--- src/verilog/cache_pkg.sv ---
package cache_pkg;

    // cpu word and line geometry
    localparam int word_bits      = 16;
    localparam int words_per_line = 4;
    localparam int line_bits      = word_bits * words_per_line;

    // address splits into tag, index and offset from the top down
    localparam int offset_bits = 2;
    localparam int index_bits  = 1;
    localparam int num_sets    = 2;
    localparam int tag_bits    = 13;

    // tag entry holds the tag in the low bits and the state flags on top
    localparam int tag_entry_bits   = 16;
    localparam int entry_valid_bit  = 15;
    localparam int entry_dirty_bit  = 14;
    localparam int entry_recent_bit = 13;

    // controller states
    localparam logic [1:0] state_check      = 2'b00;
    localparam logic [1:0] state_allocate   = 2'b01;
    localparam logic [1:0] state_write_back = 2'b10;

    // cpu address seen either as one word or as its cache fields
    typedef union packed {
        logic [word_bits-1:0] word;
        struct packed {
            logic [tag_bits-1:0]    tag;
            logic [index_bits-1:0]  index;
            logic [offset_bits-1:0] offset;
        } fields;
    } cache_addr_u;

endpackage

--- src/verilog/line_store_if.sv ---
`timescale 1ns/1ps

interface line_store_if
    import cache_pkg::*;
();

    // set being accessed and write strobe for both ways
    logic [index_bits-1:0] index;
    logic                  we;

    // per-way values of the indexed set
    logic [1:0][tag_entry_bits-1:0] tag_rd;
    logic [1:0][line_bits-1:0]      line_rd;

    // per-way values to store at the clock edge
    logic [1:0][tag_entry_bits-1:0] tag_wr;
    logic [1:0][line_bits-1:0]      line_wr;

    modport ctrl (
        output index, we, tag_wr, line_wr,
        input  tag_rd, line_rd
    );

    modport store (
        input  index, we, tag_wr, line_wr,
        output tag_rd, line_rd
    );

    modport view (
        input tag_rd, line_rd
    );

endinterface

--- src/verilog/line_store.sv ---
`timescale 1ns/1ps

module line_store
    import cache_pkg::*;
(
    input logic        clk,
    input logic        reset_n,
    line_store_if.store port
);

    // tag entries and line data, indexed by set then way
    logic [tag_entry_bits-1:0] tag_mem  [num_sets][2];
    logic [line_bits-1:0]      line_mem [num_sets][2];

    // combinational read of the indexed set
    always_comb begin
        for (int w = 0; w < 2; w++) begin
            port.tag_rd[w]  = tag_mem[port.index][w];
            port.line_rd[w] = line_mem[port.index][w];
        end
    end

    // tag entries start out invalid, clean and not recent
    always_ff @(posedge clk) begin
        if (!reset_n) begin
            for (int s = 0; s < num_sets; s++) begin
                for (int w = 0; w < 2; w++) begin
                    tag_mem[s][w] <= '0;
                end
            end
        end else if (port.we) begin
            for (int w = 0; w < 2; w++) begin
                tag_mem[port.index][w] <= port.tag_wr[w];
            end
        end
    end

    // both ways of the set take their line data together
    always_ff @(posedge clk) begin
        if (port.we) begin
            for (int w = 0; w < 2; w++) begin
                line_mem[port.index][w] <= port.line_wr[w];
            end
        end
    end

endmodule

--- src/verilog/way_select.sv ---
`timescale 1ns/1ps

module way_select
    import cache_pkg::*;
(
    line_store_if.view           port,
    input  cache_addr_u          addr,
    input  logic [word_bits-1:0] wdata,
    input  logic [line_bits-1:0] fill_line,
    input  logic                 use_fill,
    output logic                 hit,
    output logic                 hit_way,
    output logic                 victim_way,
    output logic                 victim_dirty,
    output logic [tag_bits-1:0]  victim_tag,
    output logic [word_bits-1:0] rd_word,
    output logic [line_bits-1:0] merged_line
);

    logic [1:0]             way_hit;
    logic [line_bits-1:0]   src_line;
    logic [offset_bits-1:0] slot;

    // tag match on a valid way
    always_comb begin
        for (int w = 0; w < 2; w++) begin
            way_hit[w] = port.tag_rd[w][entry_valid_bit] &&
                         (port.tag_rd[w][tag_bits-1:0] == addr.fields.tag);
        end
    end

    assign hit     = |way_hit;
    assign hit_way = way_hit[1];

    // way 1 is evicted only when way 0 holds the recent bit
    // so a set with no recent bits falls back to way 0
    assign victim_way   = port.tag_rd[0][entry_recent_bit];
    assign victim_dirty = port.tag_rd[victim_way][entry_valid_bit] &&
                          port.tag_rd[victim_way][entry_dirty_bit];
    assign victim_tag   = port.tag_rd[victim_way][tag_bits-1:0];

    // word 0 sits in the top bits of the line
    assign slot     = offset_bits'(words_per_line - 1) - addr.fields.offset;
    assign src_line = use_fill ? fill_line : port.line_rd[hit_way];
    assign rd_word  = src_line[slot*word_bits +: word_bits];

    always_comb begin
        merged_line = src_line;
        merged_line[slot*word_bits +: word_bits] = wdata;
    end

endmodule

--- src/verilog/cache_ctrl.sv ---
`timescale 1ns/1ps

module cache_ctrl
    import cache_pkg::*;
(
    input  logic                 clk,
    input  logic                 reset_n,
    line_store_if.ctrl           port,
    input  cache_addr_u          addr,
    input  logic                 cpu_valid,
    input  logic                 cpu_read,
    input  logic                 cpu_write,
    input  logic                 hit,
    input  logic                 hit_way,
    input  logic                 victim_way,
    input  logic                 victim_dirty,
    input  logic [tag_bits-1:0]  victim_tag,
    input  logic [line_bits-1:0] merged_line,
    input  logic [line_bits-1:0] mem_rdata,
    input  logic                 mem_ready,
    input  logic                 mem_ack,
    output logic                 use_fill,
    output logic                 cpu_read_ready,
    output logic                 cpu_write_ack,
    output logic                 mem_read,
    output logic                 mem_write,
    output logic [word_bits-1:0] mem_addr,
    output logic [line_bits-1:0] mem_wdata
);

    logic [1:0] state;
    logic [1:0] next_state;
    logic       fill_way;
    logic       request;

    assign request = cpu_valid && (cpu_read || cpu_write);

    always_ff @(posedge clk) begin
        if (!reset_n) begin
            state    <= state_check;
            fill_way <= 1'b0;
        end else begin
            state <= next_state;
            // way to refill is fixed at the miss
            if (state == state_check && request && !hit) begin
                fill_way <= victim_way;
            end
        end
    end

    // memory side follows the state directly
    assign mem_write = (state == state_write_back);
    assign mem_read  = (state == state_allocate);
    assign use_fill  = (state == state_allocate);
    assign mem_wdata = port.line_rd[fill_way];

    // arrays stay untouched during a miss, so victim_tag still names fill_way
    always_comb begin
        if (state == state_write_back) begin
            mem_addr = {victim_tag, addr.fields.index, {offset_bits{1'b0}}};
        end else begin
            mem_addr = {addr.fields.tag, addr.fields.index, {offset_bits{1'b0}}};
        end
    end

    always_comb begin
        next_state     = state;
        cpu_read_ready = 1'b0;
        cpu_write_ack  = 1'b0;
        port.index     = addr.fields.index;
        port.we        = 1'b0;
        // unchanged entries are written back as read
        port.tag_wr    = port.tag_rd;
        port.line_wr   = port.line_rd;

        case (state)
            state_check: begin
                if (request && hit) begin
                    port.we = 1'b1;
                    port.tag_wr[hit_way][entry_recent_bit]  = 1'b1;
                    port.tag_wr[~hit_way][entry_recent_bit] = 1'b0;
                    if (cpu_write) begin
                        port.tag_wr[hit_way][entry_dirty_bit] = 1'b1;
                        port.line_wr[hit_way] = merged_line;
                        cpu_write_ack = 1'b1;
                    end else begin
                        cpu_read_ready = 1'b1;
                    end
                end else if (request) begin
                    next_state = victim_dirty ? state_write_back : state_allocate;
                end
            end

            state_write_back: begin
                if (mem_ack) begin
                    next_state = state_allocate;
                end
            end

            state_allocate: begin
                if (mem_ready) begin
                    port.we = 1'b1;
                    port.tag_wr[fill_way] = '0;
                    port.tag_wr[fill_way][tag_bits-1:0]     = addr.fields.tag;
                    port.tag_wr[fill_way][entry_valid_bit]  = 1'b1;
                    port.tag_wr[fill_way][entry_recent_bit] = 1'b1;
                    port.tag_wr[fill_way][entry_dirty_bit]  = cpu_write;
                    port.tag_wr[~fill_way][entry_recent_bit] = 1'b0;
                    // a write miss installs the refill with its word merged in
                    port.line_wr[fill_way] = cpu_write ? merged_line : mem_rdata;
                    cpu_write_ack  = cpu_write;
                    cpu_read_ready = !cpu_write;
                    next_state     = state_check;
                end
            end

            default: begin
                next_state = state_check;
            end
        endcase
    end

endmodule

--- src/verilog/data_cache.sv ---
`timescale 1ns/1ps

module data_cache
    import cache_pkg::*;
(
    input  logic                 clk,
    input  logic                 reset_n,
    input  logic                 cpu_valid,
    input  logic                 cpu_read,
    input  logic                 cpu_write,
    input  logic [word_bits-1:0] cpu_addr,
    input  logic [word_bits-1:0] cpu_wdata,
    output logic [word_bits-1:0] cpu_rdata,
    output logic                 cpu_read_ready,
    output logic                 cpu_write_ack,
    output logic                 mem_read,
    output logic                 mem_write,
    output logic [word_bits-1:0] mem_addr,
    output logic [line_bits-1:0] mem_wdata,
    input  logic [line_bits-1:0] mem_rdata,
    input  logic                 mem_ready,
    input  logic                 mem_ack
);

    logic                 hit;
    logic                 hit_way;
    logic                 victim_way;
    logic                 victim_dirty;
    logic [tag_bits-1:0]  victim_tag;
    logic [line_bits-1:0] merged_line;
    logic                 use_fill;

    line_store_if store_if ();

    line_store store_i (
        .clk     (clk),
        .reset_n (reset_n),
        .port    (store_if.store)
    );

    // refill data doubles as the fill source for word select and merge
    way_select select_i (
        .port         (store_if.view),
        .addr         (cpu_addr),
        .wdata        (cpu_wdata),
        .fill_line    (mem_rdata),
        .use_fill     (use_fill),
        .hit          (hit),
        .hit_way      (hit_way),
        .victim_way   (victim_way),
        .victim_dirty (victim_dirty),
        .victim_tag   (victim_tag),
        .rd_word      (cpu_rdata),
        .merged_line  (merged_line)
    );

    cache_ctrl ctrl_i (
        .clk            (clk),
        .reset_n        (reset_n),
        .port           (store_if.ctrl),
        .addr           (cpu_addr),
        .cpu_valid      (cpu_valid),
        .cpu_read       (cpu_read),
        .cpu_write      (cpu_write),
        .hit            (hit),
        .hit_way        (hit_way),
        .victim_way     (victim_way),
        .victim_dirty   (victim_dirty),
        .victim_tag     (victim_tag),
        .merged_line    (merged_line),
        .mem_rdata      (mem_rdata),
        .mem_ready      (mem_ready),
        .mem_ack        (mem_ack),
        .use_fill       (use_fill),
        .cpu_read_ready (cpu_read_ready),
        .cpu_write_ack  (cpu_write_ack),
        .mem_read       (mem_read),
        .mem_write      (mem_write),
        .mem_addr       (mem_addr),
        .mem_wdata      (mem_wdata)
    );

endmodule

--- config.mk ---
export PLATFORM = sky130hd
export DESIGN_NAME = data_cache
export DESIGN_NICKNAME = d
export VERILOG_FILES = /design/src/verilog/cache_pkg.sv /design/src/verilog/line_store_if.sv /design/src/verilog/line_store.sv /design/src/verilog/way_select.sv /design/src/verilog/cache_ctrl.sv /design/src/verilog/data_cache.sv
export SDC_FILE = /design/constraint.sdc
export NUM_CORES = 1
export LEC_CHECK = 0
export BUFFER_PORTS_ARGS = -buffer_cell sky130_fd_sc_hd__buf_2
export CAP_MARGIN = 20
export CORE_AREA = 5 5 298 300
export CTS_BUF_LIST = sky130_fd_sc_hd__clkbuf_8
export DETAILED_ROUTE_END_ITERATION = 7
export DIE_AREA = 0 0 303 305
export PLACE_DENSITY = 0.45
export SYNTH_ARGS = -nofsm -noshare
export SYNTH_HDL_FRONTEND = slang
export SYNTH_HIERARCHICAL = 1
export SYNTH_SLANG_ARGS = --single-unit
--- constraint.sdc ---
create_clock -name clk -period 9.2 [get_ports clk]
set_input_delay 1.84 -clock clk [delete_from_list [all_inputs] [get_ports clk]]
set_output_delay 1.84 -clock clk [all_outputs]
set_load 0.005 [all_outputs]
==> results.py, run 1 <==
metrics = {
    "setup_path": {
        "slowest_delay_ns": 0.44,
        "end_kind": "output pin",
        "worst-path-max-fanout": 129,
        "crit_cells": 11,
        "crit_type": "in -> out",
        "reg2regPathDepth": 13,
        "crit_family": "buffers and inverters",
        "crit_slowest_cell": "mux2_2",
        "start_kind": "primary input",
        "path_buf_inv": 3,
        "required_ns": 7.36,
        "path_cells": "buf_6, mux2_2, xor2_1, nor4_4, buf_12, and4_1, a41o_1, o211ai_1, o21a_1, nor3_1, buf_2",
        "cp.arrival_ns": 5.28,
    },
    "global_routing": {
        "grt_pass1_wl_um": 126100,
        "grt_usage": 0.1802,
        "grt_pass1_vias": 18263,
        "antenna_found_initial": 19,
        "grt_start_max_net_pins": 130,
        "gr-total-overflow": 0,
    },
    "detailed_routing": {
        "route.detailed.drc": 0,
        "first_iter_violations": 1848,
        "vias": 18269,
        "ant_nets": 0,
        "drt_pre_antenna_iters": 6,
        "viasPerCell": 5.496,
        "finalWirelength_um": 87870,
        "wire_per_inst_um": 26.44,
    },
    "sta": {
        "slew_violations": 0,
        "tightest_slew_ns": 1.152,
        "finalHoldViolCount": 0,
        "period_share": 0.7742,
        "slew_headroom": 0.2320,
        "setup-tns-final_ns": 0,
        "finalSetupViolCount": 0,
        "period_minus_slack_ns": 7.122,
        "max_freq_ghz": 0.1404,
        "fin_skew_ns": 0.05098,
        "rsz0062_at_grt": "no",
        "timing.final.ws_setup_ns": 2.078,
    },
    "power": {
        "p_leak_uw": 0.009464,
        "ir_drop_uv": 102.6,
        "power.density_mw_per_mm2": 151.2,
    },
    "cells_and_area": {
        "mostFrequentLayoutCell": "edfxtp_1",
        "final_cell_mix": "edfxtp_1 (318), mux2_2 (250), nand2_1 (231)",
        "layout-drive-gt1-share": 0.2681,
        "fillCellCount": 9197,
        "area_delta_synth_final_pct": 13.25,
        "fin_nets": 2227,
        "fin_util": 0.2788,
    },
    "yosys": {
        "syn_area_mm2": 0.02116,
        "syn_avg_cell_area_um2": 10.41,
        "synth_warnings": 6,
        "synthCells": 2033,
    },
    "clock_network": {
        "holdBufCountCts": 0,
        "cts_tree": "done",
        "cts.repair.resized": 0,
        "clk_path_buf_depth": 3,
        "cts_root_buf": "clkbuf_8",
        "clock_latency_ns": 0.68,
        "cts.htree.levels": 2,
        "clkTransAtPathRegs_ns": 0.07,
        "post-cts-setup-buffers": 0,
        "cts_buffers": 57,
        "clock_sinks": 321,
    },
    "place": {
        "dp_slack_ns": 2.132,
        "io_buffers": 200,
        "dp.final_hpwl_um": 53310,
        "gp_congestion": 0.8190,
    },
    "worst_hold_path": {
        "hold_path_class": "reg -> reg",
        "hold_depth": 2,
    },
    "outcome": {
        "status": "finished clean",
    },
    "floorplanning": {
        "pin_count": 203,
        "die_w_um": 303,
        "die-area_mm2": 0.09242,
        "start_util": 0.2462,
        "core_mm2": 0.08594,
        "die_h_um": 305,
        "row_count": 108,
    },
    "run": {
        "drv_cap": 0,
    },
}
[flip-flops by register name, summed over array words and instances (netlist names)]
| signal | flops |
|---|---|
| store_i/line_mem | 256 |
| ctrl_i/state | 2 |
| store_i/tag_mem | 62 |
| ctrl_i/fill_way | 1 |
[final timing paths]
kind                                                       from                                end  slack [ns]
worst max-delay path                                cpu_addr[2]                      cpu_write_ack        2.08
worst min-delay path               ctrl_i/fill_way$_SDFFE_PN0P_       ctrl_i/fill_way$_SDFFE_PN0P_        0.69
worst max register to register  store_i/tag_mem[1][5]$_DFFE_PP_  store_i/line_mem[0][72]$_DFFE_PP_        4.08
worst min register to register     ctrl_i/fill_way$_SDFFE_PN0P_       ctrl_i/fill_way$_SDFFE_PN0P_        0.69
[tightest hold or removal path: stages, from the launching register on]
cell and delay, ns:
dfxtp_4 0.47, o41ai_1 0.11, a21oi_1 0.07
[metal layers]
metal | vias up | GRT usage | wire, um
li1 | 7970 | - | -
met1 | 9172 | 0.2427 | 36650
met2 | 951 | 0.2910 | 40880
met3 | 174 | 0.03659 | 7752
met4 | 2 | 0.05705 | 2581
met5 | - | 0 | 11
[area by class of cell]
cell class	instances	area, um2	area share
multi-input combinational	1365	10010	0.4178
sequential	321	9613	0.4011
tap	1155	1445	0.06030
timing repair buffer	235	1333	0.05561
clock buffer	58	798.3	0.03331
inverter	139	531.8	0.02219
clock inverter	42	209.0	0.008719
antenna	9	22.52	0.0009398
[power by group]
part | switching [uW] | internal, uW | total (uW) | leakage [uW]
combinational | 462 | 241 | 704 | 0.00589
clock | 640 | 609 | 1250 | 0.000587
sequential | 12.6 | 1660 | 1670 | 0.00299
total | 1110 | 2510 | 3620 | 0.00946
[stage by stage]
stage	hold WS, ns	instances	area [um2]	power [uW]
6_report	0.6857	3324	23960	3624
5_1_grt	0.7230	3316	23940	3785
4_1_cts	0.7008	3315	23940	3666
3_5_place_dp	0.6879	3215	22930	2401
3_3_place_gp	0.7027	3215	22930	2391
2_1_floorplan	0.6165	2034	21160	2133
Note: power is estimated with default switching activity, not from simulation.
==> run 2: changes to the inputs <==
- PLACE_DENSITY: 0.45 -> 0.46
- clock period: 9.2 -> 5.9 ns (I/O delays scaled with it)
==> run 2 against run 1 <==
Effect of this change:
- first-iteration DRC count is 11% lower
- design area rose by 2.1%
- clock-buffer cell count is the same
- non-clock buffer count grew 24
- total power increased by 57%
- sequential power up 56%
- hold slack improved by 0.048 ns
- register-to-register slack worse by 2.2 ns
- clock skew shrank 0.0067 ns
- critical endpoint is now cpu_rdata[6]
- largest power group unchanged
==> results.py, run 2 (synthesis results as in run 1) <==
metrics = {
    "cells_and_area": {
        "largest_register_ff_count": 256,
        "area_delta_synth_final_pct": 15.62,
        "fin_nets": 2251,
        "top_register": "store_i/line_mem",
        "layout-drive-gt1-share": 0.2809,
        "mostFrequentLayoutCell": "edfxtp_1",
        "final_cell_mix": "edfxtp_1 (318), mux2_2 (247), nand2_1 (231)",
        "fillCellCount": 9064,
        "final-seq-area_mm2": 0.009613,
        "multi_input_area_mm2": 0.01012,
        "reg.largest.list": "store_i/line_mem x256, store_i/tag_mem x62, ctrl_i/state x2",
    },
    "clock_network": {
        "cts_tree": "done",
        "clock_sinks": 321,
        "cts_buffers": 57,
        "holdBufCountCts": 0,
        "clk_path_buf_depth": 3,
        "post-cts-setup-buffers": 0,
        "cts.repair.resized": 0,
        "clock_latency_ns": 0.69,
        "cts.htree.levels": 2,
        "clkTransAtPathRegs_ns": 0.06,
        "cts_root_buf": "clkbuf_8",
    },
    "setup_path": {
        "worst-path-max-fanout": 89,
        "start_kind": "primary input",
        "cp.arrival_ns": 4.21,
        "path_buf_inv": 4,
        "slowest_delay_ns": 0.45,
        "required_ns": 4.72,
        "crit_type": "in -> out",
        "end_kind": "output pin",
        "path_common_cell": "buf_12",
        "crit_family": "buffers and inverters",
        "crit_slowest_cell": "nor4_4",
        "path_cells": "buf_6, mux2_4, xor2_2, nor4_4, buf_12, buf_12, a41oi_1, o211ai_1, nand4_1, buf_2",
    },
    "floorplanning": {
        "die_h_um": 305,
        "core_mm2": 0.08594,
        "die_w_um": 303,
        "row_count": 108,
        "die-area_mm2": 0.09242,
        "start_util": 0.2462,
        "pin_count": 203,
    },
    "detailed_routing": {
        "route.detailed.drc": 0,
        "vias": 18195,
        "finalWirelength_um": 85120,
        "ant_nets": 0,
        "wire_per_inst_um": 25.39,
        "drt_pre_antenna_iters": 5,
        "first_iter_violations": 1643,
        "viasPerCell": 5.428,
    },
    "sta": {
        "rsz0062_at_grt": "no",
        "tightest_slew_ns": 1.072,
        "finalSetupViolCount": 0,
        "max_freq_ghz": 0.1854,
        "period_share": 0.9140,
        "slew_violations": 0,
        "whs_ns": 0.7338,
        "setup-tns-final_ns": 0,
        "period_minus_slack_ns": 5.393,
        "timing.final.ws_setup_ns": 0.5073,
        "fin_skew_ns": 0.04427,
        "slew_headroom": 0.2832,
        "finalHoldViolCount": 0,
    },
    "place": {
        "dp_slack_ns": 0.5395,
        "gp_congestion": 0.8267,
        "io_buffers": 200,
        "dp.final_hpwl_um": 54260,
    },
    "power": {
        "sw_frac_of_total": 0.3023,
        "pwr-share-seq": 0.457,
        "total_power_uw": 5706,
        "power.density_mw_per_mm2": 233.2,
        "ir_drop_uv": 120.6,
        "p_switching_uw": 1725,
        "p_int_uw": 3981,
        "p_leak_uw": 0.009654,
        "comb_power_share": 0.195,
        "clock_power_share": 0.348,
    },
    "outcome": {
        "status": "finished clean",
    },
    "global_routing": {
        "grt_pass1_vias": 18203,
        "antenna_found_initial": 24,
        "grt_pass1_wl_um": 123400,
        "gr-total-overflow": 0,
        "grt_usage": 0.1758,
        "grt_start_max_net_pins": 127,
    },
    "run": {
        "drv_cap": 0,
    },
    "worst_hold_path": {
        "hold_path_class": "reg -> reg",
    },
}
## run 2: changes by cell type in the layout (fill, tap and decap cells not counted), sizes merged
cell	delta
bufinv	+1
inv	-7
diode	+2
clkinvlp	+1
buf	+24
clkinv	+7
## run 2: final cells by class
class,count,share of cell area
antenna,11,0.001125
clock buffer,58,0.03263
clock inverter,44,0.009819
inverter,139,0.02168
multi-input combinational,1365,0.4138
sequential,321,0.3929
tap,1155,0.05907
timing repair buffer,259,0.06899
## run 2: worst reg2reg max path, cell delays in order, from the launching register on
cell and delay [ns]:
edfxtp_1 0.36, mux2_2 0.31, xor2_2 0.17, nor4_4 0.50
and4_1 0.38, a41o_1 0.20, o211ai_1 0.17, o21a_1 0.33
nor2_4 0.23, nand2b_4 0.20, inv_6 0.42, buf_12 0.36
## run 2: stage by stage
stage | std cells | util | instance area (um2)
global route | 3343 | 0.2844 | 24440
CTS | 3341 | 0.2844 | 24440
detailed placement | 3239 | 0.2723 | 23400
finish | 3352 | 0.2847 | 24470
floorplan | 2034 | - | 21320
global placement | 3239 | 0.2723 | 23400
## run 2: power groups by stage
stage	Sequential (uW)	Combinational [uW]	Clock, uW
after floorplan	2640	692	0
after global placement	2650	1100	0
after detailed placement	2650	1110	0
after CTS	2610	1110	2060
after global routing	2610	1200	2150
final	2610	1120	1980
## run 2: worst paths after layout
kind / cells past startpoint / to / slack, ns / startpoint
setup reg to reg: 11 / store_i/line_mem[0][71]$_DFFE_PP_ / 1.89 / store_i/tag_mem[0][8]$_SDFFCE_PN0P_
setup / recovery: 10 / cpu_rdata[6] / 0.51 / cpu_addr[2]
hold reg to reg: 2 / store_i/line_mem[0][124]$_DFFE_PP_ / 0.73 / store_i/line_mem[1][124]$_DFFE_PP_
hold / removal: 2 / store_i/line_mem[0][124]$_DFFE_PP_ / 0.73 / store_i/line_mem[1][124]$_DFFE_PP_
## run 2: metal layers
metal  wire length (um)  part of all wire  vias to the layer above  track usage
li1                   -                 -                     8000            -
met2              39720              0.47                      926       0.2844
met4               2206             0.026                       14      0.04892
met5                102            0.0012                        -            0
met3               8288             0.097                      159      0.04663
met1              34800              0.41                     9096       0.2322
